==> src/include/nodeBus_consts.svh <==
`ifndef NODEBUS_CONSTS_SVH
`define NODEBUS_CONSTS_SVH

// requesters on the node bus
`define NUM_REQ 3

// request payload
`define ADDR_W 45
`define DATA_W 64
`define BE_W 8

// requester tag, and the bus tag with the requester id on top
`define REQ_TAG_W 9
`define BUS_TAG_W 11

// sram depth, word index from address bits [14:3]
`define SRAM_WORD_BITS 12

// io reads allowed in flight
`define IO_MAX_OUT 4

// time-base period in clocks
`define TCK_SCALE 20

`endif
==> src/design/nodeBusPkg.sv <==
`default_nettype none

`include "nodeBus_consts.svh"

package nodeBusPkg;

	// ==============================
	// bus opcodes
	// ==============================

	typedef enum logic
	{
		CMD_READ  = 1'b0,
		CMD_WRITE = 1'b1
	} busCmdE;

	// ==============================
	// requester index
	// ==============================

	// 0 context, 1 stream, 2 message
	typedef logic [$clog2(`NUM_REQ)-1:0] reqIdT;

endpackage

`default_nettype wire

==> src/design/responseRouter.sv <==
`timescale 1ns/1ps
`default_nettype none

`include "nodeBus_consts.svh"

module responseRouter
(
	input  wire                       EXTCLK,
	input  wire                       rstN,
	input  wire                       sramDrdy,
	input  wire  [`DATA_W-1:0]        sramData,
	input  wire  [`BUS_TAG_W-1:0]     sramTag,
	input  wire                       ioDrdy,
	input  wire  [`DATA_W-1:0]        ioData,
	input  wire  [`BUS_TAG_W-1:0]     ioTag,
	output logic [`NUM_REQ-1:0]       rspDrdy,
	output logic [`DATA_W-1:0]        rspData,
	output logic [`REQ_TAG_W-1:0]     rspTag,
	output logic                      ioRspSeen
);

	import nodeBusPkg::*;

	localparam int PTR_W = $clog2(`IO_MAX_OUT);
	localparam int CNT_W = $clog2(`IO_MAX_OUT + 1);

	logic [`DATA_W-1:0]    qData [`IO_MAX_OUT];
	logic [`BUS_TAG_W-1:0] qTag [`IO_MAX_OUT];
	logic [PTR_W-1:0]      wrPtr;
	logic [PTR_W-1:0]      rdPtr;
	logic [CNT_W-1:0]      qCnt;
	logic                  pop;
	logic                  selValid;
	logic [`DATA_W-1:0]    selData;
	logic [`BUS_TAG_W-1:0] selTag;
	reqIdT                 selId;

	// ==============================
	// io response queue
	// ==============================

	// queue drains only when sram is idle
	assign pop       = !sramDrdy && (qCnt != '0);
	assign ioRspSeen = pop;

	always_ff @(posedge EXTCLK)
	begin
		if (ioDrdy)
		begin
			qData[wrPtr] <= ioData;
			qTag[wrPtr]  <= ioTag;
		end
	end

	always_ff @(posedge EXTCLK)
	begin
		if (!rstN)
		begin
			wrPtr <= '0;
			rdPtr <= '0;
			qCnt  <= '0;
		end
		else
		begin
			if (ioDrdy)
				wrPtr <= (wrPtr == PTR_W'(`IO_MAX_OUT - 1)) ? '0 : wrPtr + 1'b1;
			if (pop)
				rdPtr <= (rdPtr == PTR_W'(`IO_MAX_OUT - 1)) ? '0 : rdPtr + 1'b1;
			if (ioDrdy && !pop)
				qCnt <= qCnt + 1'b1;
			else if (!ioDrdy && pop)
				qCnt <= qCnt - 1'b1;
		end
	end

	// ==============================
	// return path
	// ==============================

	assign selValid = sramDrdy || pop;
	assign selData  = sramDrdy ? sramData : qData[rdPtr];
	assign selTag   = sramDrdy ? sramTag : qTag[rdPtr];
	assign selId    = selTag[`BUS_TAG_W-1:`REQ_TAG_W];

	always_ff @(posedge EXTCLK)
	begin
		if (!rstN)
			rspDrdy <= '0;
		else
			for (int i = 0; i < `NUM_REQ; i++)
				rspDrdy[i] <= selValid && (selId == reqIdT'(i));
	end

	// requester id stripped off the returned tag
	always_ff @(posedge EXTCLK)
	begin
		rspData <= selData;
		rspTag  <= selTag[`REQ_TAG_W-1:0];
	end

endmodule

`default_nettype wire

==> config.mk <==
export PLATFORM = sky130hd
export DESIGN_NAME = responseRouter
export DESIGN_NICKNAME = d
export VERILOG_FILES = /design/src/design/nodeBusPkg.sv /design/src/design/responseRouter.sv
export VERILOG_INCLUDE_DIRS = /design/src /design/src/include
export SDC_FILE = /design/constraint.sdc
export NUM_CORES = 1
export LEC_CHECK = 0
export CAP_MARGIN = 20
export CORE_ASPECT_RATIO = 0.8
export CORE_MARGIN = 2
export CORE_UTILIZATION = 67
export CTS_CLUSTER_SIZE = 12
export DETAILED_ROUTE_END_ITERATION = 8
export DONT_BUFFER_PORTS = 1
export PLACE_DENSITY_LB_ADDON = 0.15
export SLEW_MARGIN = 20
export SYNTH_ARGS = -nofsm -noshare
export SYNTH_HDL_FRONTEND = slang
export SYNTH_SLANG_ARGS = --single-unit
==> constraint.sdc <==
create_clock -name EXTCLK -period 4.46 [get_ports EXTCLK]
set_clock_uncertainty 0.2 [all_clocks]
set_input_delay 0.446 -clock EXTCLK [delete_from_list [all_inputs] [get_ports EXTCLK]]
set_output_delay 0.446 -clock EXTCLK [all_outputs]
set_load 0.1 [all_outputs]
==> Word-level counts from Yosys, hierarchy flattened <==
Memory sizes are Yosys's and may differ from the RTL's. A register that Yosys moved wholly into a read port is not among the register bits.
Cells that the tools add are included.
{ "classes": {"n_addsub": 4, "eq_ne": 4, "n_reduce_logical": 13, "n_mux": 12} }
{ "ops": {"columns": ["operator", "count"], "rows": [
  ["$mux 64", 1],
  ["$mux 2", 6],
  ["$mux 11", 1],
  ["$eq 2x2->1 const B", 3],
  ["$logic_and 1x1->1", 6],
  ["$mux 3", 2],
  ["$add 2x1->2 const B", 2],
  ["$add 3x1->3 const B", 1],
  ["$logic_not 1->1", 3],
  ["$reduce_bool 3->1", 1],
  ["$sub 3x1->3 const B", 1],
  ["$eq 2x1->1 const B", 1],
  ["$logic_not 2->1", 1],
  ["$mux 1", 2],
  ["$reduce_bool 2->1", 1],
  ["$logic_or 1x1->1", 1]
]} }
{ "word_totals": {"memories": 2, "input_bits": 154, "regBits": 83, "output_inout_bits": 77, "ram_bits": 300} }
{ "mem_list": {"columns": ["name", "words", "width", "read_ports", "rd_clocked_by_memory_dff", "write_ports", "line", "rtl"], "rows": [
  ["qData", 4, 64, 1, 1, 1, "responseRouter.sv:27", "logic [`DATA_W-1:0] qData [`IO_MAX_OUT];"],
  ["qTag", 4, 11, 1, 1, 1, "responseRouter.sv:28", "logic [`BUS_TAG_W-1:0] qTag [`IO_MAX_OUT];"]
]} }

==> Depth between registers and ports, before layout <==
{ "depth": {"depth_word": 5, "depth_mapped": 10, "ltp_nobuf": 8} }

==> Worst setup path after synthesis <==
OpenSTA, ideal clock, no wires.
{ "synth_timing": {"kind": "register -> register", "start": "register wrPtr[0]", "end": "memory qData[3][0] in the netlist's numbering (enable)", "path_buffers": 0, "t_required_ns": 3.819, "slack_ns": 1.520, "stages_incl_launch_ff": 3, "arrival_time_ns": 2.299, "cell_sequence": "dfxtp_1 > ha_1 > and2_1"} }
{ "synth_rtl": {"columns": ["item", "line", "rtl"], "rows": [
  ["start, declared", "responseRouter.sv:29", "logic [PTR_W-1:0] wrPtr;"],
  ["start signal, assigned", "responseRouter.sv:66", "wrPtr <= (wrPtr == PTR_W'(`IO_MAX_OUT - 1)) ? '0 : wrPtr + 1'b1;"],
  ["end, declared", "responseRouter.sv:27", null]
]} }
Straight into the memory's write port.

==> flow_summary.yaml <==
timing:
  rsz0062_at_grt: "no"
  setup_viol: 0
  hold_viol_final: 0
  clock.fmax_ghz: 0.362
  post-route-min-period_ns: 2.76
  post-route-period-util: 0.620
  setup_tns_ns: 0
  slew-limit-headroom: 0.282
  report.final.slew_viol_count: 0
  tightestPinTransition_ns: 1.07
power:
  irDropWorstVdd_v: 0.000381
  p_leak_nw: 6.13
  cellPowerDensity_mw_per_mm2: 541
synth:
  ys_seq_area_frac: 0.781
  netlist.area_leader.share: 0.657
  ys_async_sr_fraction: 0
  synth-edff-count: 300
  synthCells: 763
  syn-mean-instance-area_um2: 18.0
  ys.flop_type: "edfxtp_1"
  synth_nets: 924
  syn_area_mm2: 0.0137
  yosys.area.top_type: "edfxtp_1"
  yosys-top-cells-area: "edfxtp_1, dfxtp_1, mux4_2"
  ys_seq_elements: 385
  yosysWarnings: 0
  ys_types: 28
worst_setup_path:
  worst-path-stages: 5
  critical_path_class: "reg2reg"
  cp_slowest_cell: "dfxtp_4"
  r2r_setup_slack_ns: 1.70
  end_kind: "register"
  critPathMaxStageDelay_ns: 0.94
  cp_max_fo: 43
  crit_chain: "buf_4 > nor2_1 > a2bb2oi_1 > a221oi_1 > dlygate4sd3_1"
  cp_num_buf_inv: 2
  worst_r2r_path_depth: 5
  critPathArrivalTime_ns: 2.97
  required_ns: 4.67
  reg2reg_to: "rspDrdy[2]"
  cp-start-kind: "register"
  critPathTopFamily: "buffers and inverters"
cells_and_area:
  final_core_utilization: 0.871
  drive_gt1_frac: 0.130
  nNetsFinal: 1153
  area_growth_pct: 26.7
global_route:
  grt_max_degree: 79
  overflow: 0
  track_usage: 0.294
  grt_pass1_vias: 8401
  grt_first_pass_wirelength_um: 47100
  grt_antenna_before_repair: 5
clocking:
  cts_htree_levels: 2
  root_buffer: "clkbuf_16"
  post_cts_buffers: 0
  clkSinkCount: 385
  cts_tree: "done"
  cts_buffers: 38
  path_clk_slew_ns: 0.06
  cts_buffer_depth: 3
  clock_latency_ns: 0.52
routing:
  drc_errors: 0
  drtIter0Drc: 736
  wl_per_cell_um: 24.3
  vias: 7658
  drt_pass1_iterations: 5
  viasPerCell: 5.93
  routed_wl_um: 31300
  ant_nets: 0
place:
  gp_congestion: 0.705
  post-dp-hpwl_um: 14500
  io_buffers: 0
die:
  ios: 231
  dieArea_mm2: 0.0216
  die_h_um: 132
  die_w_um: 164
  rows: 46
  initial_utilization: 0.687
  core_area_mm2: 0.0200
hold_path:
  min_path_cells: 2
  hold_start: "sramDrdy"
  hold_path.class: "in2reg"
job:
  maxCapViolations: 0
run_status:
  status: "finished, final reports clean"
[worst register-to-register path, cell delays in order, from the launching register on]
cell and delay (ns):
dfxtp_4 0.94, buf_4 0.41, nor2_1 0.10, a2bb2oi_1 0.30
a221oi_1 0.14, dlygate4sd3_1 0.57
[worst max path at each step]
stage | startpoint | to | slack, ns
after floorplan | wrPtr[0] | qData[3][0] | 1.52
after global placement | register | rspData[63] | 2.04
after detailed placement | qCnt[0] | qCnt[2] | 2.01
after CTS | register | rspDrdy[2] | 1.66
after global routing | register | rspDrdy[2] | 1.45
final | register | rspDrdy[2] | 1.70
[layout by cell type, fill, tap and decap left out, types with 2 or more instances in the layout]
master         Yosys  final
edfxtp_1         300    300
nand2_1          222    222
dlygate4sd3_1      0    214
dfxtp_1           85     83
mux4_2            74     74
clkbuf_16          0     41
clkbuf_1          15     26
diode_2            0      7
nor2_1             6      6
ha_1               6      6
inv_1              5      5
mux2i_1            5      5
buf_16             0      5
and2_4             0      4
buf_4              6      4
o21ai_0            3      3
a21oi_1            3      3
or3_1              2      2
xor2_1             2      2
nand3_1            2      2
dfxtp_4            0      2
clkbuf_8           0      2
[metal layers]
layer  wire, µm  part of all wire  vias to the layer above  track usage
met4        793             0.025                        0        0.107
met2      16500              0.53                      409        0.513
met1      11600              0.37                     3847        0.366
met5          0                 0                        -            0
met3       2420             0.077                       73       0.0657
li1           -                 -                     3329            -
[Yosys cell counts (5+ instances only)]
master and instances:
buf_2 9, nand2_1 222, edfxtp_1 300, buf_4 6, nor2_1 6, inv_1 5, ha_1 6, clkbuf_1 15
mux4_2 74, mux2i_1 5, dfxtp_1 85
[metrics by stage]
step           cells  cell area (µm²)  total power, mW  setup WS, ns  hold WS (ns)
2_1_floorplan    763            13700             6.03          1.52         0.266
3_3_place_gp     997            13900             6.18          2.04         0.273
3_5_place_dp    1002            14100             6.23          2.01         0.310
4_1_cts         1285            17400             9.33          1.66      0.000231
5_1_grt         1290            17400             9.67          1.45        0.0536
6_report        1292            17400             9.40          1.70        0.0231
[cell type report]
type / count / area (µm²)
antenna: 7 / 17.5
multi-input combinational: 338 / 2840
clock buffer: 69 / 1150
timing repair buffer: 223 / 2310
sequential: 385 / 10700
inverter: 6 / 22.5
tap: 264 / 330
fill: 765 / 2580
[registers in the layout, indices dropped and copies added (netlist names), named ones only]
register and cells:
rdPtr 2, qTag 44, qData 256, qCnt 3, rspTag 9, rspDrdy 3, rspData 64, wrPtr 2
[cells by family after synthesis]
family,share of synthesized area
simple gates,0.0677
compound gates,0.00511
flops,0.781
mux,0.125
fa+ha+maj,0.00693
buf+inv,0.0134
xor+xnor,0.00128
[what timing repair did]
item | 4_1_cts | 5_1_grt
hold buffers | 214 | 0
gates resized for setup | 0 | 0
hold endpoints to repair | 381 | 0
[power breakdown]
part / leakage [nW] / internal [mW] / total (mW) / switching [mW]
Clock: 0.550 / 1.74 / 3.01 / 1.28
Combinational: 2.11 / 0.633 / 1.14 / 0.509
Sequential: 3.47 / 4.14 / 5.25 / 1.10
Total: 6.13 / 6.51 / 9.40 / 2.89
No activity file was read; power rests on OpenSTA's default activity.
