[config.mk]
export PLATFORM = sky130hd
export DESIGN_NAME = tickTimer
export DESIGN_NICKNAME = d
export VERILOG_FILES = /design/src/design/tickTimer.sv
export VERILOG_INCLUDE_DIRS = /design/src /design/src/include
export SDC_FILE = /design/constraint.sdc
export NUM_CORES = 1
export LEC_CHECK = 0
export BUFFER_PORTS_ARGS = -buffer_cell sky130_fd_sc_hd__buf_2
export CORE_AREA = 2 2 39 41
export CTS_CLUSTER_DIAMETER = 150
export DETAILED_ROUTE_END_ITERATION = 8
export DIE_AREA = 0 0 41 43
export GPL_TIMING_DRIVEN = 0
export SYNTH_ARGS = -nofsm -noshare
export SYNTH_HDL_FRONTEND = slang
export SYNTH_SLANG_ARGS = --single-unit
[constraint.sdc]
create_clock -name EXTCLK -period 2.15 [get_ports EXTCLK]
set_clock_uncertainty 0.15 [all_clocks]
set_input_delay 0 -clock EXTCLK [delete_from_list [all_inputs] [get_ports EXTCLK]]
set_output_delay 0 -clock EXTCLK [all_outputs]
set_load 0.01 [all_outputs]
[src/include/nodeBus_consts.svh]
`ifndef NODEBUS_CONSTS_SVH
`define NODEBUS_CONSTS_SVH

// requesters on the node bus
`define NUM_REQ 3

// request payload
`define ADDR_W 45
`define DATA_W 64
`define BE_W 8

// requester tag, and the bus tag with the requester id on top
`define REQ_TAG_W 9
`define BUS_TAG_W 11

// sram depth, word index from address bits [14:3]
`define SRAM_WORD_BITS 12

// io reads allowed in flight
`define IO_MAX_OUT 4

// time-base period in clocks
`define TCK_SCALE 20

`endif
[src/design/tickTimer.sv]
`timescale 1ns/1ps
`default_nettype none

`include "nodeBus_consts.svh"

module tickTimer
(
	input  wire  EXTCLK,
	input  wire  rstN,
	output logic tick
);

	localparam int CNT_W = $clog2(`TCK_SCALE);

	logic [CNT_W-1:0] cnt;

	// wraps at scale minus one, tick marks the wrap
	always_ff @(posedge EXTCLK)
	begin
		if (!rstN)
		begin
			cnt  <= '0;
			tick <= 1'b0;
		end
		else if (cnt == CNT_W'(`TCK_SCALE - 1))
		begin
			cnt  <= '0;
			tick <= 1'b1;
		end
		else
		begin
			cnt  <= cnt + 1'b1;
			tick <= 1'b0;
		end
	end

endmodule

`default_nettype wire

== Word level (Yosys, flattened, before mapping) ==
Cells that the tools add are included.

* Bitwise gates (word level): 1
* Reductions and logical operators: 1
* Eq/ne operators: 1
* Mux-type cells: 1
* $add $sub $neg: 1

{| class="wikitable"
|+ Operators with widths
! kind !! count
|-
| $add A5 B1 Y5 const B || 1
|-
| $eq A5 B5 Y1 const B || 1
|-
| $reduce_or A2 Y1 || 1
|-
| $mux W1 || 1
|-
| $not A1 Y1 || 1
|}

* Bits of input ports: 2
* Logic and storage cells: 7
* Output and inout bits: 1
* Register bits after elaboration: 6

== Longest topological paths before layout ==
Gate-level depths: netlist of run 1.

* Depth in word-level cells: 2
* Mapped depth: 4
* Depth with buffers taken out: 4

== Worst setup path before layout of run 1 ==
OpenSTA, ideal clock, no wires.

* Path kind: reg2reg
* From: reg cnt[0]
* To: reg cnt[1]
* Stages on the path, launching flop included: 4
* Setup slack: 0.991 ns
* Arrival time: 0.894 ns
* Period minus slack after synthesis: 1.159 ns
* Setup time: 0.115 ns
* Data required time: 1.885 ns
* Path buffers: 0
* Cell sequence: dfxtp_1 ha_1 nand4bb_4 and3_1

* Longest elaborated chain between the ends: 2
* Elaborated cells on any way between the ends: 3
* Classes of those cells: add/sub: 1; eq/ne: 1; reduce/logical: 1

{| class="wikitable"
|+ RTL lines
! what !! RTL line !! text
|-
| start, declared || tickTimer.sv:15 || <nowiki>logic [CNT_W-1:0] cnt;</nowiki>
|-
| start signal, assigned || tickTimer.sv:32 || <nowiki>cnt <= cnt + 1'b1;</nowiki>
|-
| branches (longest 2 deep; another with $add A5 B1 Y5) || -- ||
|}

Parallel ways; which one is timed is not known.
A chain may end at the register's enable or synchronous reset.

== Final worst setup path of run 1 ==
Same ends and word-level chain as after synthesis.

==> results of run 1 <==
-- registers in the layout, summed over array words and instances (netlist names) --
signal,flops
cnt,5
tick,1
-- synthesized netlist by cell type --
cell       instances  area share [%]
xnor2_1            1             3.5
a31oi_1            1             2.5
nand3b_1           1             3.0
xor2_1             1             3.5
inv_1              2             3.0
nand4bb_4          1              11
nand4b_1           1             3.5
dfxtp_1            6              48
nand2_2            1             2.5
ha_1               1             5.0
nor2_1             4             6.0
nor2b_1            1             2.5
o21ai_0            1             2.0
nand3_1            1             2.0
and3_1             1             2.5
-- routing by layer --
metal	global-route usage (%)	vias up	routed length [µm]
met1	7.79	74	192
met2	6.25	5	127
met3	9.42	0	46
met5	0	-	0
li1	-	93	-
met4	2.00	0	0
-- cell type report --
type                    count  area share [%]
inverters                   2            2.39
multi-input cells          16            39.4
well taps                  16            6.37
flip-flops and latches      6            38.2
repair buffers              3            6.37
clock buffers               3            7.17
-- worst paths after layout --
path / start / to / slack, ns / cells after the start
worst max-delay path: cnt[0] / cnt[1] / 0.91 / 3
worst min-delay path: cnt[0] / cnt[0] / 0.29 / 1
worst max register to register: cnt[0] / cnt[1] / 0.91 / 3
worst min register to register: cnt[0] / cnt[0] / 0.29 / 1
-- cell families after synthesis --
group                    count (synthesis)
adder cells (fa/ha/maj)                  1
buffers and inverters                    2
flip-flops                               6
AND/OR/NAND/NOR                         11
AO/OA/AOI/OAI                            2
XOR/XNOR                                 2
-- critical path: cells and delay by family (launching register included) --
family                     cells  cell delay [ns]
DFF                            1             0.34
adders and majority gates      1             0.29
and+or+nand+nor                2             0.34
-- per-stage QoR --
step	utilization, %	instance area [µm²]
detailed placement	20.3	282
global route	22.7	314
floorplan	-	251
finish	22.7	314
global placement	20.3	282
CTS	22.7	314
-- report_power, final --
| part | internal [mW] | switching, mW | total, mW | leakage (nW) |
|---|---|---|---|---|
| clock network | 0.0631 | 0.0399 | 0.103 | 0.0138 |
| registers | 0.117 | 0.00412 | 0.121 | 0.0490 |
| logic | 0.00830 | 0.00667 | 0.0150 | 0.0593 |
-- timing repair --
action	4_1_cts	5_1_grt
hold endpoints to repair	6	0
hold buffers	1	0
setup buffers	0	0
resized for setup	0	0
==> run metrics, run 1 <==
status=completed; LEAKAGE=0.122 nW; HP Class=reg2reg; MaxCap Viol Count=0; DRT Wirelength=367 µm; Seq/Total Area, Yosys=47.8%; final hold vios=0; Clock Pin Slew Worst Setup and Hold Paths=0.04 ns; worst-skew pair later-pin latency=0.24 ns; Clock Path Buffers=2; initial antenna violation count=0; register area=120 µm²; NumNets Final=35; first drt pass iteration count=2; Fin Setup TNS=0 ns; hold slack=0.290 ns; Die Height=43 µm; Post-Layout Cell Count=46; startpoint types=register; final setup fails=0; Site Rows=14; P per Cell Area=760 nW/µm²; Slew Limit Fails=0; Core Area=1380 µm²; area of the multi-input gates=124 µm²; peak supply drop=0.000401 V; compound-gate portion of the synthesized area=4.48%; DRC violations left=0; Vias per Instance=3.74; CP endpoint kind=register; Die ar.=1760 µm²; Starting Density=18.2%; synthesis-to-finish area growth=24.9%; mean routed wirelength per cell=7.98 µm; Post-Place Cells=42; Post-Syn Area per Cell=10.5 µm²; largest family of logic cells by synthesized area=simple AND/OR/NAND/NOR gates; Final Power=239 µW; Tcrit/Tclk final=57.7%; CP max FO=4; post-DP HPWL=253 µm; Final WS setup=0.909 ns; Fill cells=149; Tmin final=1.24 ns; Die Wd=41 µm; Post-Syn Instances=24; syn nets=27; RSZ-0062 raised after global routing=no; Max Fclk=806 MHz; Slew @ Worst Pin=0.238 ns; number of DRC markers in iteration 0=3; total CTS buffers=3; pin count of the biggest net entering global routing=7; vias=172; Netlist cell types=15; XOR/XNOR Fraction of Synth Area=6.97%; root buffer cell=clkbuf_4; Synth Warn #=0; GRT Util Overall=6.55%; worst path cell trace=ha_1 -> nand4bb_4 -> and3_1; CP peak stage delay=0.34 ns; slowest CP cell=dfxtp_1; IO Count=3; Port Buffers=2; adder-cell share of the synthesized area=4.98%; Placer Congestion=0.677; aggregate global routing overflow=0; Synth Cell Area=251 µm²; Rel. slew slack=84.1%; register bit total from synthesis=6; commonest non-fill, non-tap cell in the layout=dfxtp_1; # H-tree levels=1; layout cells sized above 1=23.3%; ANT cells=0; worst path arrival time=1.22 ns; most frequent cells in the layout=dfxtp_1 (6), nor2_1 (4), clkbuf_4 (3); mux contribution to synthesized area=0%; worst setup path category=reg2reg; first-pass GRT wire length=676 µm; worst slack, placed=0.914 ns; Routed Antenna Nets=0; CP Data Required Time=2.13 ns; TritonCTS clock tree=yes; vias in the first global route=161; post-synthesis simple-gate area fraction=32.8%; CTS sink count=6
Power figures use the tool's default switching activity.
==> run 2: changes to the inputs <==
clock period = 1.1 ns   (was 2.15 ns; I/O delays follow)
==> run 2 against run 1 <==
  * The flow now finishes with violations (negative setup slack)
  * Sequential power rose by 98%
  * Flip-flop and latch count did not move
  * Combinational power rose to 3.0 times the previous value
  * Core utilization rose by 2.0 points
  * Global-route usage rose by 1.2 points
  * Die area did not move
  * Power rose by 100%
  * Non-clock buffer count rose by 1
  * Largest cell class unchanged
  * Worst setup slack got worse by 0.91 ns
==> run metrics, run 2 (synthesized netlist as in run 1, its figures left out) <==
status=complete, but fails checks (was completed); failing checks=negative setup slack; IO Count=3 (unchanged); worst setup path category=reg2reg (unchanged); Routed Antenna Nets=0 (unchanged); CP endpoint kind=register (unchanged); Die ar.=1760 µm² (unchanged); post-DP HPWL=279 µm (was 253 µm); Starting Density=18.2% (unchanged); Fill cells=150 (was 149); CP max FO=4 (unchanged); Max Fclk=907 MHz (was 806 MHz); utilization after layout=24.7% (was 22.7%); synthesis-to-finish area growth=35.8% (was 24.9%); slowest CP cell=dfxtp_2 (was dfxtp_1); Core Area=1380 µm² (unchanged); Post-Layout Cell Count=47 (was 46); mean routed wirelength per cell=9.28 µm (was 7.98 µm); Final WS setup=-0.00297 ns (was 0.909 ns); number of DRC markers in iteration 0=3 (unchanged); final hold vios=0 (unchanged); LEAKAGE=0.125 nW (was 0.122 nW); HP Class=reg2reg (unchanged); pin count of the biggest net entering global routing=7 (unchanged); Port Buffers=2 (unchanged); Die Wd=41 µm (unchanged); Vias per Instance=4.00 (was 3.74); most frequent cells in the layout=nor2_1 (4), dfxtp_1 (4), clkbuf_4 (3) (was dfxtp_1 (6), nor2_1 (4), clkbuf_4 (3)); CP peak stage delay=0.35 ns (was 0.34 ns); post-route cell area=342 µm² (was 314 µm²); total CTS buffers=3 (unchanged); ANT cells=0 (unchanged); TritonCTS clock tree=yes (unchanged); # H-tree levels=1 (unchanged); first drt pass iteration count=2 (unchanged); NumNets Final=36 (was 35); worst path cell trace=ha_4 -> nand4bb_4 -> and3_4 (was ha_1 -> nand4bb_4 -> and3_1); clock power share=41.7% (was 43.2%); P per Cell Area=1430 nW/µm² (was 760 nW/µm²); root buffer cell=clkbuf_4 (unchanged); RSZ-0062 raised after global routing=yes (was no); worst slack, placed=-0.0454 ns (was 0.914 ns); peak supply drop=0.000771 V (was 0.000401 V); Slew Limit Fails=0 (unchanged); Largest regs=cnt: 5 flops, tick: 1 flops (unchanged); vias in the first global route=193 (was 161); max FFs per register=5 (unchanged); aggregate global routing overflow=0 (unchanged); GRT Util Overall=7.75% (was 6.55%); first-pass GRT wire length=779 µm (was 676 µm); worst-skew pair later-pin latency=0.24 ns (about the same); Rel. slew slack=85.8% (was 84.1%); Seq pwr share=49.1% (was 50.6%); CP Data Required Time=1.08 ns (was 2.13 ns); startpoint types=register (unchanged); Tmin final=1.10 ns (was 1.24 ns); vias=188 (was 172); worst path arrival time=1.08 ns (was 1.22 ns); Switching Share=22.2% (was 21.3%); Tcrit/Tclk final=100% (was 57.7%); Net Switching=108 µW (was 50.7 µW); initial antenna violation count=0 (unchanged); CTS sink count=6 (unchanged); DRT Wirelength=436 µm (was 367 µm); Placer Congestion=0.641 (was 0.677); Post-Place Cells=42 (unchanged); Die Height=43 µm (unchanged); Int Pwr=381 µW (was 188 µW); Clock Path Buffers=2 (unchanged); final setup fails=1 (was 0); DP Area=294 µm² (was 282 µm²); Slew @ Worst Pin=0.212 ns (was 0.238 ns); Site Rows=14 (unchanged); Clock Pin Slew Worst Setup and Hold Paths=0.04 ns (about the same); Logic pwr share=9.1% (was 6.3%); DRC violations left=0 (unchanged); Largest Register=cnt (unchanged); Final Power=489 µW (was 239 µW); layout cells sized above 1=38.7% (was 23.3%); MaxCap Viol Count=0 (unchanged)
## run 2: cell types whose count changed in the layout (fill, tap and decap cells not counted), sizes merged
cell and delta:
buf +1
## run 2: metrics by stage
stage,setup TNS (ns),hold WS (ns)
2_1_floorplan,0,-0.0187
3_3_place_gp,-0.0723,0.126
3_5_place_dp,-0.0595,0.131
4_1_cts,0,0.382
5_1_grt,-0.0462,0.396
6_report,-0.00297,0.372
## run 2: worst max-delay path, delay by kind of cell (launching register included)
family	cells	cell delay [ns]
adders and majority gates	1	0.17
DFF	1	0.35
and+or+nand+nor	2	0.32
## run 2: layout make-up
| class | instances | area (µm²) | area share, % |
|---|---|---|---|
| clock buffers | 3 | 22.5 | 6.59 |
| inverters | 2 | 7.51 | 2.20 |
| multi-input cells | 16 | 141 | 41.4 |
| flip-flops and latches | 6 | 123 | 35.9 |
| well taps | 16 | 20.0 | 5.86 |
| repair buffers | 4 | 27.5 | 8.06 |
## run 2: final timing paths
| path | from | end | slack [ns] | cells after the start |
|---|---|---|---|---|
| max | cnt[1] | cnt[1] | -0.003 | 3 |
| max reg2reg | cnt[1] | cnt[1] | -0.003 | 3 |
| min reg2reg | cnt[0] | cnt[0] | 0.37 | 2 |
| min | cnt[0] | cnt[0] | 0.37 | 2 |
## run 2: routing by layer
layer	up-vias	share of wire [%]	global-route usage [%]
met1	87	45	7.47
li1	97	-	-
met4	0	0	4.00
met3	0	6.4	9.42
met5	-	0	0
met2	4	48	9.38
## run 2: what timing repair did
| action | CTS | global route |
|---|---|---|
| setup endpoints to repair | 5 | 3 |
| cloned | 0 | 0 |
| hold buffers | 1 | 0 |
| setup buffers | 1 | 0 |
| gates resized for setup | 2 | 1 |
| pin swaps | 2 | 2 |
| hold endpoints to repair | 6 | 0 |
## run 2: power by group through the flow
stage               Clock, mW  Sequential [mW]  Combinational [mW]
floorplan                   0            0.241              0.0225
global placement            0            0.243              0.0278
detailed placement          0            0.243              0.0288
CTS                     0.216            0.240              0.0361
global route            0.238            0.241              0.0503
finish                  0.204            0.240              0.0445
