$ cat config.mk
export PLATFORM = sky130hd
export DESIGN_NAME = busArbiter
export DESIGN_NICKNAME = d
export VERILOG_FILES = /design/src/design/nodeBusPkg.sv /design/src/design/busArbiter.sv
export VERILOG_INCLUDE_DIRS = /design/src /design/src/include
export SDC_FILE = /design/constraint.sdc
export NUM_CORES = 1
export LEC_CHECK = 0
export BUFFER_PORTS_ARGS = -buffer_cell sky130_fd_sc_hd__buf_2
export CORE_AREA = 2 2 203 205
export CTS_CLUSTER_SIZE = 20
export DETAILED_ROUTE_END_ITERATION = 7
export DIE_AREA = 0 0 205 207
export HOLD_SLACK_MARGIN = 0.05
export PLACE_DENSITY = 0.54
export SYNTH_ARGS = -nofsm -noshare
export SYNTH_HDL_FRONTEND = slang
export SYNTH_SLANG_ARGS = --single-unit
$ cat constraint.sdc
create_clock -name EXTCLK -period 8.2 [get_ports EXTCLK]
set_clock_uncertainty 0.15 [all_clocks]
set_input_delay 1.23 -clock EXTCLK [delete_from_list [all_inputs] [get_ports EXTCLK]]
set_output_delay 1.23 -clock EXTCLK [all_outputs]
set_load 0.02 [all_outputs]
$ cat src/include/nodeBus_consts.svh
`ifndef NODEBUS_CONSTS_SVH
`define NODEBUS_CONSTS_SVH

// requesters on the node bus
`define NUM_REQ 3

// request payload
`define ADDR_W 45
`define DATA_W 64
`define BE_W 8

// requester tag, and the bus tag with the requester id on top
`define REQ_TAG_W 9
`define BUS_TAG_W 11

// sram depth, word index from address bits [14:3]
`define SRAM_WORD_BITS 12

// io reads allowed in flight
`define IO_MAX_OUT 4

// time-base period in clocks
`define TCK_SCALE 20

`endif
$ cat src/design/nodeBusPkg.sv
`default_nettype none

`include "nodeBus_consts.svh"

package nodeBusPkg;

	// ==============================
	// bus opcodes
	// ==============================

	typedef enum logic
	{
		CMD_READ  = 1'b0,
		CMD_WRITE = 1'b1
	} busCmdE;

	// ==============================
	// requester index
	// ==============================

	// 0 context, 1 stream, 2 message
	typedef logic [$clog2(`NUM_REQ)-1:0] reqIdT;

endpackage

`default_nettype wire

$ cat src/design/busArbiter.sv
`timescale 1ns/1ps
`default_nettype none

`include "nodeBus_consts.svh"

module busArbiter
(
	input  wire                                    EXTCLK,
	input  wire                                    rstN,
	input  wire  [`NUM_REQ-1:0]                    reqAct,
	input  nodeBusPkg::busCmdE [`NUM_REQ-1:0]      reqCmd,
	input  wire  [`NUM_REQ-1:0][`ADDR_W-1:0]       reqAddr,
	input  wire  [`NUM_REQ-1:0][`DATA_W-1:0]       reqData,
	input  wire  [`NUM_REQ-1:0][`BE_W-1:0]         reqBe,
	input  wire  [`NUM_REQ-1:0][`REQ_TAG_W-1:0]    reqTag,
	input  wire                                    ioNext,
	input  wire                                    ioRspSeen,
	output logic [`NUM_REQ-1:0]                    reqNext,
	output nodeBusPkg::busCmdE                     cmd,
	output logic [`ADDR_W-1:0]                     addr,
	output logic [`DATA_W-1:0]                     data,
	output logic [`BE_W-1:0]                       be,
	output logic [`BUS_TAG_W-1:0]                  busTag,
	output logic                                   sramAct,
	output logic                                   ioAct
);

	import nodeBusPkg::*;

	localparam int OUT_W = $clog2(`IO_MAX_OUT + 1);

	logic [`NUM_REQ-1:0] laneIo;
	logic [`NUM_REQ-1:0] laneIoRd;
	logic [`NUM_REQ-1:0] eligible;
	logic                canAccept;
	logic                found;
	logic                incOut;
	reqIdT               winner;
	reqIdT               lastPtr;
	logic [OUT_W-1:0]    outCnt;

	// ==============================
	// request selection
	// ==============================

	// top address bit steers to the io channel
	always_comb
	begin
		for (int i = 0; i < `NUM_REQ; i++)
		begin
			laneIo[i]   = reqAddr[i][`ADDR_W-1];
			laneIoRd[i] = reqAddr[i][`ADDR_W-1] && (reqCmd[i] == CMD_READ);
		end
	end

	// nothing new while io waits or a granted io request is about to issue
	assign canAccept = (!ioAct || ioNext) && !((|reqNext) && laneIo[lastPtr]);

	always_comb
	begin
		for (int i = 0; i < `NUM_REQ; i++)
		begin
			eligible[i] = canAccept && reqAct[i] && !reqNext[i]
				&& !(laneIoRd[i] && (outCnt >= `IO_MAX_OUT));
		end
	end

	// search starts just past the last grant
	always_comb
	begin
		int idx;
		found  = 1'b0;
		winner = '0;
		for (int k = 1; k <= `NUM_REQ; k++)
		begin
			idx = (int'(lastPtr) + k) % `NUM_REQ;
			if (!found && eligible[idx])
			begin
				found  = 1'b1;
				winner = reqIdT'(idx);
			end
		end
	end

	assign incOut = found && laneIoRd[winner];

	always_ff @(posedge EXTCLK)
	begin
		if (!rstN)
		begin
			reqNext <= '0;
			lastPtr <= reqIdT'(`NUM_REQ - 1);
		end
		else
		begin
			reqNext <= '0;
			if (found)
			begin
				reqNext[winner] <= 1'b1;
				lastPtr         <= winner;
			end
		end
	end

	// io reads granted and not yet returned
	always_ff @(posedge EXTCLK)
	begin
		if (!rstN)
			outCnt <= '0;
		else if (incOut && !ioRspSeen)
			outCnt <= outCnt + 1'b1;
		else if (!incOut && ioRspSeen)
			outCnt <= outCnt - 1'b1;
	end

	// ==============================
	// issue stage
	// ==============================

	// granted lane is still held stable by its requester here
	always_ff @(posedge EXTCLK)
	begin
		if (|reqNext)
		begin
			cmd    <= reqCmd[lastPtr];
			addr   <= reqAddr[lastPtr];
			data   <= reqData[lastPtr];
			be     <= reqBe[lastPtr];
			busTag <= {lastPtr, reqTag[lastPtr]};
		end
	end

	always_ff @(posedge EXTCLK)
	begin
		if (!rstN)
		begin
			sramAct <= 1'b0;
			ioAct   <= 1'b0;
		end
		else if (|reqNext)
		begin
			sramAct <= !laneIo[lastPtr];
			ioAct   <= laneIo[lastPtr];
		end
		else
		begin
			sramAct <= 1'b0;
			if (ioNext)
				ioAct <= 1'b0;
		end
	end

endmodule

`default_nettype wire

[Yosys cells after proc, flatten, opt, wreduce, memory -nomap -nowiden]
Cells that the tools add are included.
Storage, ports and cells
  bits in registers: 139
  bits of input ports: 388
  output and inout port bits: 134
Cells by class
  reductions and logical operators: 42
  mux-type cells: 35
  div/mod/pow operators: 3
  bitwise logic cells: 3
  add/subtract/negate cells: 5
  magnitude comparators: 7
Operators with widths (number)
  binary-select mux 64 bit (select 2 bit): 1
  < comparator 32 x 4 -> 1 bit (second input constant): 3
  modulo 32 x 3 -> 32 bit (second input constant): 3
  binary-select mux 45 bit (select 2 bit): 1
  two-way mux 64 bit: 1
  two-way mux 45 bit: 1
  logical AND 1 bit: 23
  binary-select mux 9 bit (select 2 bit): 1
  binary-select mux 8 bit (select 2 bit): 1
  two-way mux 1 bit: 15
  logical NOT 1 bit: 13
  binary-select mux 1 bit (select 2 bit): 6
  two-way mux 9 bit: 1
  two-way mux 8 bit: 1
  adder 2 x 2 -> 3 bit (second input constant): 2
  < comparator 2 x 3 -> 1 bit (second input constant): 2
  two-way mux 2 bit: 3
  two-way mux 3 bit: 2
  AND reduction 2 bit: 2
  nonzero test 2 bit: 2
  adder 2 x 1 -> 3 bit (second input constant): 1
  adder 3 x 1 -> 3 bit (second input constant): 1
  >= comparator 3 bit (second input constant): 1
  NOT 1 bit: 3
  other kinds (5): 5

[Longest topological paths before layout]
Gate-level depths: netlist of the first run.
  depth after elaboration: 25
  gate-level depth with buffers: 18
  gate-level depth less buffers: 14

[Worst setup path before layout of the first run]
Ideal clock, no wire load.
  path kind: register -> register
  start point: register reqNext[0]
  end point: register outCnt[2]
  stages on the path, launching flop included: 13
  library setup time: 0.076 ns
  data required time: 7.974 ns
  path buffers: 1
  data arrival time: 6.324 ns
  setup slack: 1.651 ns
  path through: dfxtp_1 -> or3_1 -> clkbuf_1 -> nand2_1 -> and4b_1 -> nor4b_1 -> o21a_1 -> ha_1 -> inv_1 -> fa_1 -> xor2_1 -> or3_1 -> a21boi_0
Between the ends
  word-level cells in the longest chain between the ends: 23
  elaborated cells on any way between the ends: 41
  those cells by class: mux: 18; reduce/logical: 23
RTL lines
  from (decl): RTL line busArbiter.sv:18  | output logic [`NUM_REQ-1:0] reqNext,
  from (signal assigned): RTL line busArbiter.sv:91  | reqNext <= '0;
  from (signal assigned): RTL line busArbiter.sv:96  | reqNext <= '0;
  from (signal, indexed assignment): RTL line busArbiter.sv:99  | reqNext[winner] <= 1'b1;
  OR reduction 3 bit: RTL line busArbiter.sv:57  | assign canAccept = (!ioAct || ioNext) && !((|reqNext) && laneIo[lastPtr]);
  logical AND 1 bit: RTL line busArbiter.sv:57
  logical NOT 1 bit: RTL line busArbiter.sv:57
  logical AND 1 bit: RTL line busArbiter.sv:57
  logical AND 1 bit (3 in a row): RTL line busArbiter.sv:63  | eligible[i] = canAccept && reqAct[i] && !reqNext[i]
  binary-select mux 1 bit (select 2 bit): RTL line busArbiter.sv:77  | if (!found && eligible[idx])
  two-way mux 1 bit (implied by the code) (2 in a row): RTL line busArbiter.sv:77
  two-way mux 1 bit: RTL line busArbiter.sv:77
  [4 not listed]
  logical AND 1 bit: RTL line busArbiter.sv:77
  two-way mux 2 bit: RTL line busArbiter.sv:77
  binary-select mux 1 bit (select 2 bit): RTL line busArbiter.sv:85  | assign incOut = found && laneIoRd[winner];
  two-way mux 1 bit (implied by the code): RTL line busArbiter.sv:85
  logical AND 1 bit (*): RTL line busArbiter.sv:85
  logical NOT 1 bit: RTL line busArbiter.sv:112  | else if (!incOut && ioRspSeen)
  logical AND 1 bit: RTL line busArbiter.sv:112
  nonzero test 2 bit (no line)
  to (signal assigned): RTL line busArbiter.sv:111  | outCnt <= outCnt + 1'b1;
  to (signal assigned): RTL line busArbiter.sv:113  | outCnt <= outCnt - 1'b1;
  to (decl): RTL line busArbiter.sv:40  | logic [OUT_W-1:0] outCnt;
Mark *: on every way between the ends. The rest lies on a longest branch, timed or not. The select of a mux whose other input is x is not followed.
A chain may end at the register's enable or synchronous reset.

[Worst setup path in the final report of the first run]
  start point: register lastPtr[0]
  end point: register outCnt[2]
Between the ends
  word-level cells in the longest chain between the ends: 24
  elaborated cells on any way between the ends: 47
  those cells by class: add/sub: 3; div: 3; mux: 20; reduce/logical: 21
RTL lines
  from (decl): RTL line busArbiter.sv:39  | reqIdT lastPtr;
  from (signal assigned): RTL line busArbiter.sv:92  | lastPtr <= reqIdT'(`NUM_REQ - 1);
  from (signal assigned): RTL line busArbiter.sv:100  | lastPtr <= winner;
  branches (longest 20 deep; another with modulo 32 x 3 -> 32 bit)
  logical AND 1 bit (*): RTL line busArbiter.sv:85
  logical NOT 1 bit: RTL line busArbiter.sv:112
  logical AND 1 bit: RTL line busArbiter.sv:112
  nonzero test 2 bit (no line)
Mark *: on every way between the ends. The select of a mux whose other input is x is not followed.

==> impl_results.md, run 1 <==
* Leading post-synthesis cells by cell area: edfxtp_1, mux2i_1, o21ai_0, nand2_1, dfxtp_1
* Clock network power share at between 10% and 20%
* Final wirelength at 25,100 um
* Port bufs at 521
* Critical-path cell list: inv_1, ha_1, or3_1, o311ai_0, and4b_1, nor4b_1, o21a_1, ha_1, inv_1, fa_1, xor2_1, or3_1, a21boi_0
* Leakage at 5.12 nW
* Final setup violating endpoints at 0
* CTS buffer count at 17
* Die width at between 200 and 250 um
* Diodes inserted at 0
* Hold Crit Class: reg -> reg
* Synth Register Bits at 139
* Power per cell area at approximately 380 nW/um2
* Grt total ovfl at 0
* Core ar. at 40,400 um2
* Most frequent cells in the layout: buf_2, edfxtp_1, mux2i_1, nand2_1, o21ai_0
* Unrepaired setup endpoints after global routing: false
* VDD IR-drop max at 172 uV
* Routability cong. at 0.854
* Reg power frac at about 36%
* Max stage delay on crit path at ~0.72 ns
* Pint at 2.44 mW
* Starting Density at between 10% and 20%
* Total number of vias at 6,653
* Num rows at 74
* Die ar. at about 42,000 um2
* Setup Fix Bufs, Post-CTS at 0
* Dominant synthesized flop cell: edfxtp_1
* Bufs and invs on worst path at 2
* R2r startpoint: lastPtr[0]$_SDFFE_PN0N_
* Sw Ratio at roughly two fifths
* Hold Vio Cnt, Final at 0
* Worst setup SP type: register
* Most common cell after layout, fill and taps aside: buf_2
* Global router's overall resource usage at between 10% and 20%
* # IOs at 522
* Hold_buf cts at 0
* CTS Root Cell: clkbuf_16
* Initial antenna violation count at 1
* Crit. Startpoint: lastPtr[0]$_SDFFE_PN0N_
* Slew @ Worst Pin at 0.915 ns
* Unique masters post-synth at 44
* Crit path max-delay cell type: dfxtp_4
* Rel. slew slack at 39.0%
* Crit Path Category: reg -> reg
* CP Max Fanout at 62
* Nets at 1,521
* Via density at around 4.0
* Layout cells sized above 1 at slightly below 50%
* CP Capture Type: register
* Status: finished clean
* Ys async rst share at 0%
* Cell taking the most area after synthesis: edfxtp_1
* Initial DRT Pass Iterations at 4
* Post-synth top area share at 54.4%
* Net switching power figure at 1.68 mW
* Number of gates resized after cts at 0
* WHS at 0.413 ns
* Max Cap Viol at 0
* Max Buffers Root-to-Sink at 2
* CTS Sinks at 139
* Min cycle time layout at a little over 4 ns
* CTS tree: built
* Total negative slack at 0 ns
* Delay-heaviest family, CP: simple AND/OR/NAND/NOR gates
* Syn_nets at about 1.0k
* Data required, critical path at 8.41 ns
* Detail Route Antenna Nets at 0
* Pins over their slew limit at 0
* First-pass GRT wire length at around 36,000 um
* Hpwl dp at between 15,000 and 20,000 um
* Sequential area share after synthesis at 57.2%
* WP data arrival at 4.32 ns
* H-tree Lvls at 4
* Gate Count Post-Synth at 626
* Wire per inst at 15.0 um
* DR iter-0 viols at 227
* Mapped Area at between 7000 and 8000 um2
* CTS clk-pin slew, worst paths at 0.06 ns
* DRC viols at 0
* Comb pwr share at 44.4%
* Origin of the worst min-delay path: outCnt[1]$_SDFFE_PN0P_
* Die Span Y at 207 um
* Vias in the first global route at 6,727
* Fin crit share at about half
* Pin count of the biggest net entering global routing at 73
* Ys Warns at 0
* EDFF count, synth at 129
* Worst-Skew Late Latency at 0.43 ns
* Area grow syn2layout at 53.3%
* Maximum clock frequency at 0.243 GHz
* Avg Cell Area, Syn at 11.4 um2
==> registers in the layout, indices dropped and copies added (netlist names) <==
register	flops
sramAct	1
reqNext	3
be	8
outCnt	3
busTag	11
addr	45
data	64
ioAct	1
cmd	1
lastPtr	2
==> worst register-to-register path, delay by kind of cell, from the launching register on <==
kind                     cells  cell delay (ns)
flip-flops                   1             0.72
buffers and inverters        2             0.27
AO/OA/AOI/OAI                3             0.47
AND/OR/NAND/NOR              4             1.30
XOR/XNOR                     1             0.16
adder cells (fa/ha/maj)      3             0.98
==> area by class of cell <==
| cell class | instances | area (um2) |
|---|---|---|
| fillers | 4316 | 29500 |
| well taps | 532 | 666 |
| flip-flops and latches | 139 | 4080 |
| clock inverters | 5 | 40.0 |
| multi-input cells | 438 | 2860 |
| inverters | 5 | 18.8 |
| repair buffers | 528 | 2660 |
| clock buffers | 27 | 588 |
==> per-layer routing <==
| layer | vias to the layer above | share of wire, % | GRT usage, % |
|---|---|---|---|
| li1 | 3300 | - | - |
| met5 | - | 0 | 0 |
| met4 | 0 | 0.97 | 3.37 |
| met3 | 10 | 7.6 | 3.34 |
| met1 | 3046 | 39 | 12.2 |
| met2 | 297 | 52 | 21.4 |
==> power groups by stage <==
| stage | logic (mW) | clock network (mW) | registers, mW |
|---|---|---|---|
| 3_5_place_dp | 1.87 | 0 | 1.51 |
| 3_3_place_gp | 1.85 | 0 | 1.50 |
| 2_1_floorplan | 0.759 | 0 | 1.94 |
| 4_1_cts | 1.87 | 0.837 | 1.50 |
| 6_report | 1.83 | 0.804 | 1.49 |
| 5_1_grt | 1.98 | 0.866 | 1.54 |
==> logic make-up after synthesis <==
family	Yosys count	share of synthesized area [%]
flip-flops	139	57.2
AND/OR/NAND/NOR	160	9.86
XOR/XNOR	2	0.246
multiplexers	128	18.0
adder cells (fa/ha/maj)	5	0.966
AO/OA/AOI/OAI	143	10.9
buffers and inverters	49	2.79
==> cells in the mapped netlist, types with 2 or more instances <==
| library cell | count |
|---|---|
| a21boi_0 | 2 |
| and2_1 | 3 |
| and3b_1 | 3 |
| buf_2 | 12 |
| clkbuf_1 | 31 |
| dfxtp_1 | 10 |
| edfxtp_1 | 129 |
| ha_1 | 3 |
| inv_1 | 5 |
| mux2i_1 | 128 |
| nand2_1 | 128 |
| nand2b_1 | 5 |
| nand3b_1 | 3 |
| nor2_1 | 2 |
| nor2b_1 | 3 |
| nor3_1 | 2 |
| nor4b_1 | 2 |
| o21ai_0 | 124 |
| o21ai_1 | 4 |
| or3_1 | 3 |
==> stage by stage <==
| step | worst slack [ns] | instance area [um2] | utilization, % | total power, mW | instances |
|---|---|---|---|---|---|
| global route | 3.81 | 10900 | 27.0 | 4.38 | 1674 |
| CTS | 4.05 | 10900 | 27.0 | 4.21 | 1674 |
| detailed placement | 3.95 | 10300 | 25.5 | 3.38 | 1642 |
| finish | 4.09 | 10900 | 27.0 | 4.12 | 1674 |
| global placement | 4.03 | 10300 | 25.5 | 3.34 | 1642 |
| floorplan | 1.65 | 7120 | - | 2.70 | 626 |
==> worst paths after layout <==
kind         slack [ns]  depth (start not counted)                      to
min reg2reg        0.41                          2  outCnt[1]$_SDFFE_PN0P_
max                4.09                         13  outCnt[2]$_SDFFE_PN0P_
max reg2reg        4.09                         13  outCnt[2]$_SDFFE_PN0P_
min                0.41                          2  outCnt[1]$_SDFFE_PN0P_
Note: power is estimated with default switching activity, not from simulation.
==> inputs of run 2 (changes only) <==
- CORE_AREA: 2 2 203 205 -> 2 2 201 203
- DIE_AREA: 0 0 205 207 -> 0 0 203 205
- PLACE_DENSITY: 0.54 -> 0.56
- clock period: 8.2 -> 3.4 ns (I/O delays scaled with it)
==> run 2 against run 1 <==
  * Utilization increased by 0.89 points
  * Sequential cell count unchanged
  * Critical path depth stayed put
  * Critical path type unchanged
  * Critical endpoint unchanged
  * Largest cell class unchanged
==> impl_results.md, run 2 (synthesis results as in run 1) <==
* Initial DRT Pass Iterations at 4 (unchanged)
* Worst setup SP type: register
* Cell Area, Placed at 10,300 um2 (+0.61%)
* VDD IR-drop max at 304 uV (+77%)
* Fin crit share at 95.8% (+46 points)
* Hold Vio Cnt, Final at 0 (unchanged)
* Data required, critical path at 3.62 ns (-4.79 ns)
* Largest regs: data x64, addr x45, busTag x11
* Leakage at 5.15 nW (+0.57%)
* CTS buffer count at 17 (unchanged)
* Hold path endpoint: data[61]$_DFFE_PN_
* Layout cells sized above 1 at 50.9% (+1.2 points)
* # IOs at 522 (unchanged)
* Hold Crit Class: in -> reg
* Max Buffers Root-to-Sink at 2 (unchanged)
* Hold_buf cts at 0 (unchanged)
* Util after Layout at 27.9% (+0.89 points)
* Most frequent cells in the layout: buf_2, edfxtp_1, mux2i_1, nand2_1, o21ai_0
* Area grow syn2layout at 54.4%
* Die ar. at 41,600 um2 (-1.9%)
* Crit Path Category: reg -> reg
* Num rows at 73 (-1.4%)
* Maximum clock frequency at 0.307 GHz (+26%)
* Rel. slew slack at 39.8% (+0.75 points)
* Max reg flops at 64 (unchanged)
* Total number of vias at 6,769 (+1.7%)
* Port bufs at 521 (unchanged)
* Cell mode on critical path: ha_2
* Grt total ovfl at 0 (unchanged)
* Power per cell area at 918 nW/um2 (+140%)
* Reg2Reg Setup Slack at 0.14 ns (-3.95 ns)
* CP Capture Type: register
* R2r startpoint: lastPtr[0]$_SDFFE_PN0N_
* Unrepaired setup endpoints after global routing: false
* Hpwl dp at 20,700 um (+4.8%)
* Most common cell after layout, fill and taps aside: buf_2
* Power Total at 10.1 mW (+140%)
* CTS tree: built
* WP data arrival at 3.47 ns (-0.85 ns)
* CTS Sinks at 139 (unchanged)
* Slew @ Worst Pin at 0.903 ns (-0.0113 ns)
* Critical-path cell list: inv_2, ha_2, or3_4, o311ai_1, and4b_2, nor4b_2, o21a_1, ha_2, inv_1, fa_2, xor2_1, or3_1, a21boi_1
* Max Cap Viol at 0 (unchanged)
* R2R depth at 13 (unchanged)
* Die Span Y at 205 um (-0.97%)
* Global router's overall resource usage at 11.8% (+0.43 points)
* WHS at 0.200 ns (-0.213 ns)
* Detail Route Antenna Nets at 0 (unchanged)
* DR iter-0 viols at 402 (+77%)
* Min cycle time layout at 3.26 ns (-0.855 ns)
* Largest register by flop count: data
* Die width at 203 um (-0.98%)
* CTS Root Cell: clkbuf_16
* Nets at 1,529 (+0.53%)
* Diodes inserted at 0 (unchanged)
* Vias in the first global route at 6,857 (+1.9%)
* Status: finished clean
* DRC viols at 0 (unchanged)
* Max stage delay on crit path at 0.38 ns (-0.34 ns)
* Hold path depth at 3 (+1)
* Via density at 4.04 (+1.7%)
* Initial antenna violation count at 0 (-1)
* Final wirelength at 25,900 um (+3.0%)
* Core ar. at 39,400 um2 (-2.5%)
* Worst-Skew Late Latency at 0.43 ns (about the same)
* Wire per inst at 15.4 um (+3.0%)
* Final setup violating endpoints at 0 (unchanged)
* H-tree Lvls at 4 (unchanged)
* CTS clk-pin slew, worst paths at 0.06 ns (about the same)
* Reg2reg end: outCnt[2]$_SDFFE_PN0P_
* Routability cong. at 0.883 (+3.4%)
* Crit path max-delay cell type: dfxtp_4
* Origin of the worst min-delay path: reqData[125]
* Starting Density at 18.1% (+0.45 points)
* Non-Filler Cell Area, Final at 11,000 um2 (+0.74%)
* Pins over their slew limit at 0 (unchanged)
* First-pass GRT wire length at 37,400 um (+2.8%)
* CP Max Fanout at 6 (-90%)
* Pin count of the biggest net entering global routing at 71 (-2.7%)
run 2: stage by stage:
stage,setup WS (ns),setup TNS (ns),cells
6_report,0.143,0,1674
5_1_grt,0.00287,0,1674
4_1_cts,0.0495,0,1672
3_5_place_dp,0.0477,0,1641
3_3_place_gp,0.108,0,1641
2_1_floorplan,-0.0218,-0.0218,626
run 2: power by group:
group	internal [mW]	switching, mW
logic	1.58	3.10
registers	3.20	0.257
clock network	1.22	0.733
total	6.00	4.09
run 2: timing repair:
item                       CTS  global route
setup endpoints to repair    0             1
gates resized for setup      0             7
setup buffers                0             2
run 2: final cells by class:
type	instances	area (um2)
fillers	4173	28400
flip-flops and latches	139	4080
multi-input cells	438	2900
repair buffers	536	2740
well taps	525	657
clock buffers	19	433
clock inverters	12	173
inverters	5	18.8
run 2: worst max-delay path by stage:
stage | start | endpoint | slack (ns) | depth (start not counted)
3_5_place_dp | reqCmd[2] | outCnt[2]$_SDFFE_PN0P_ | 0.05 | 12
6_report | lastPtr[0]$_SDFFE_PN0N_ | outCnt[2]$_SDFFE_PN0P_ | 0.14 | 13
5_1_grt | lastPtr[0]$_SDFFE_PN0N_ | outCnt[2]$_SDFFE_PN0P_ | 0.003 | 13
3_3_place_gp | lastPtr[0]$_SDFFE_PN0N_ | outCnt[2]$_SDFFE_PN0P_ | 0.11 | 13
2_1_floorplan | lastPtr[1]$_SDFFE_PN1N_ | outCnt[2]$_SDFFE_PN0P_ | -0.02 | 17
4_1_cts | lastPtr[0]$_SDFFE_PN0N_ | outCnt[2]$_SDFFE_PN0P_ | 0.05 | 13
run 2: worst max-delay path, delay by kind of cell, from the launching register on:
family / cells / cell delay (ns)
AND/OR/NAND/NOR: 4 / 1.24
adder cells (fa/ha/maj): 3 / 0.80
flip-flops: 1 / 0.38
AO/OA/AOI/OAI: 3 / 0.38
XOR/XNOR: 1 / 0.15
buffers and inverters: 2 / 0.11
run 2: per-layer routing:
layer  global-route usage (%)  routed length [um]  vias to the layer above
li1                         -                   -                     3316
met1                     13.0               10000                     3070
met2                     20.9               12900                      346
met3                     3.52                2120                       37
met4                     5.68                 820                        0
met5                        0                   0                        -
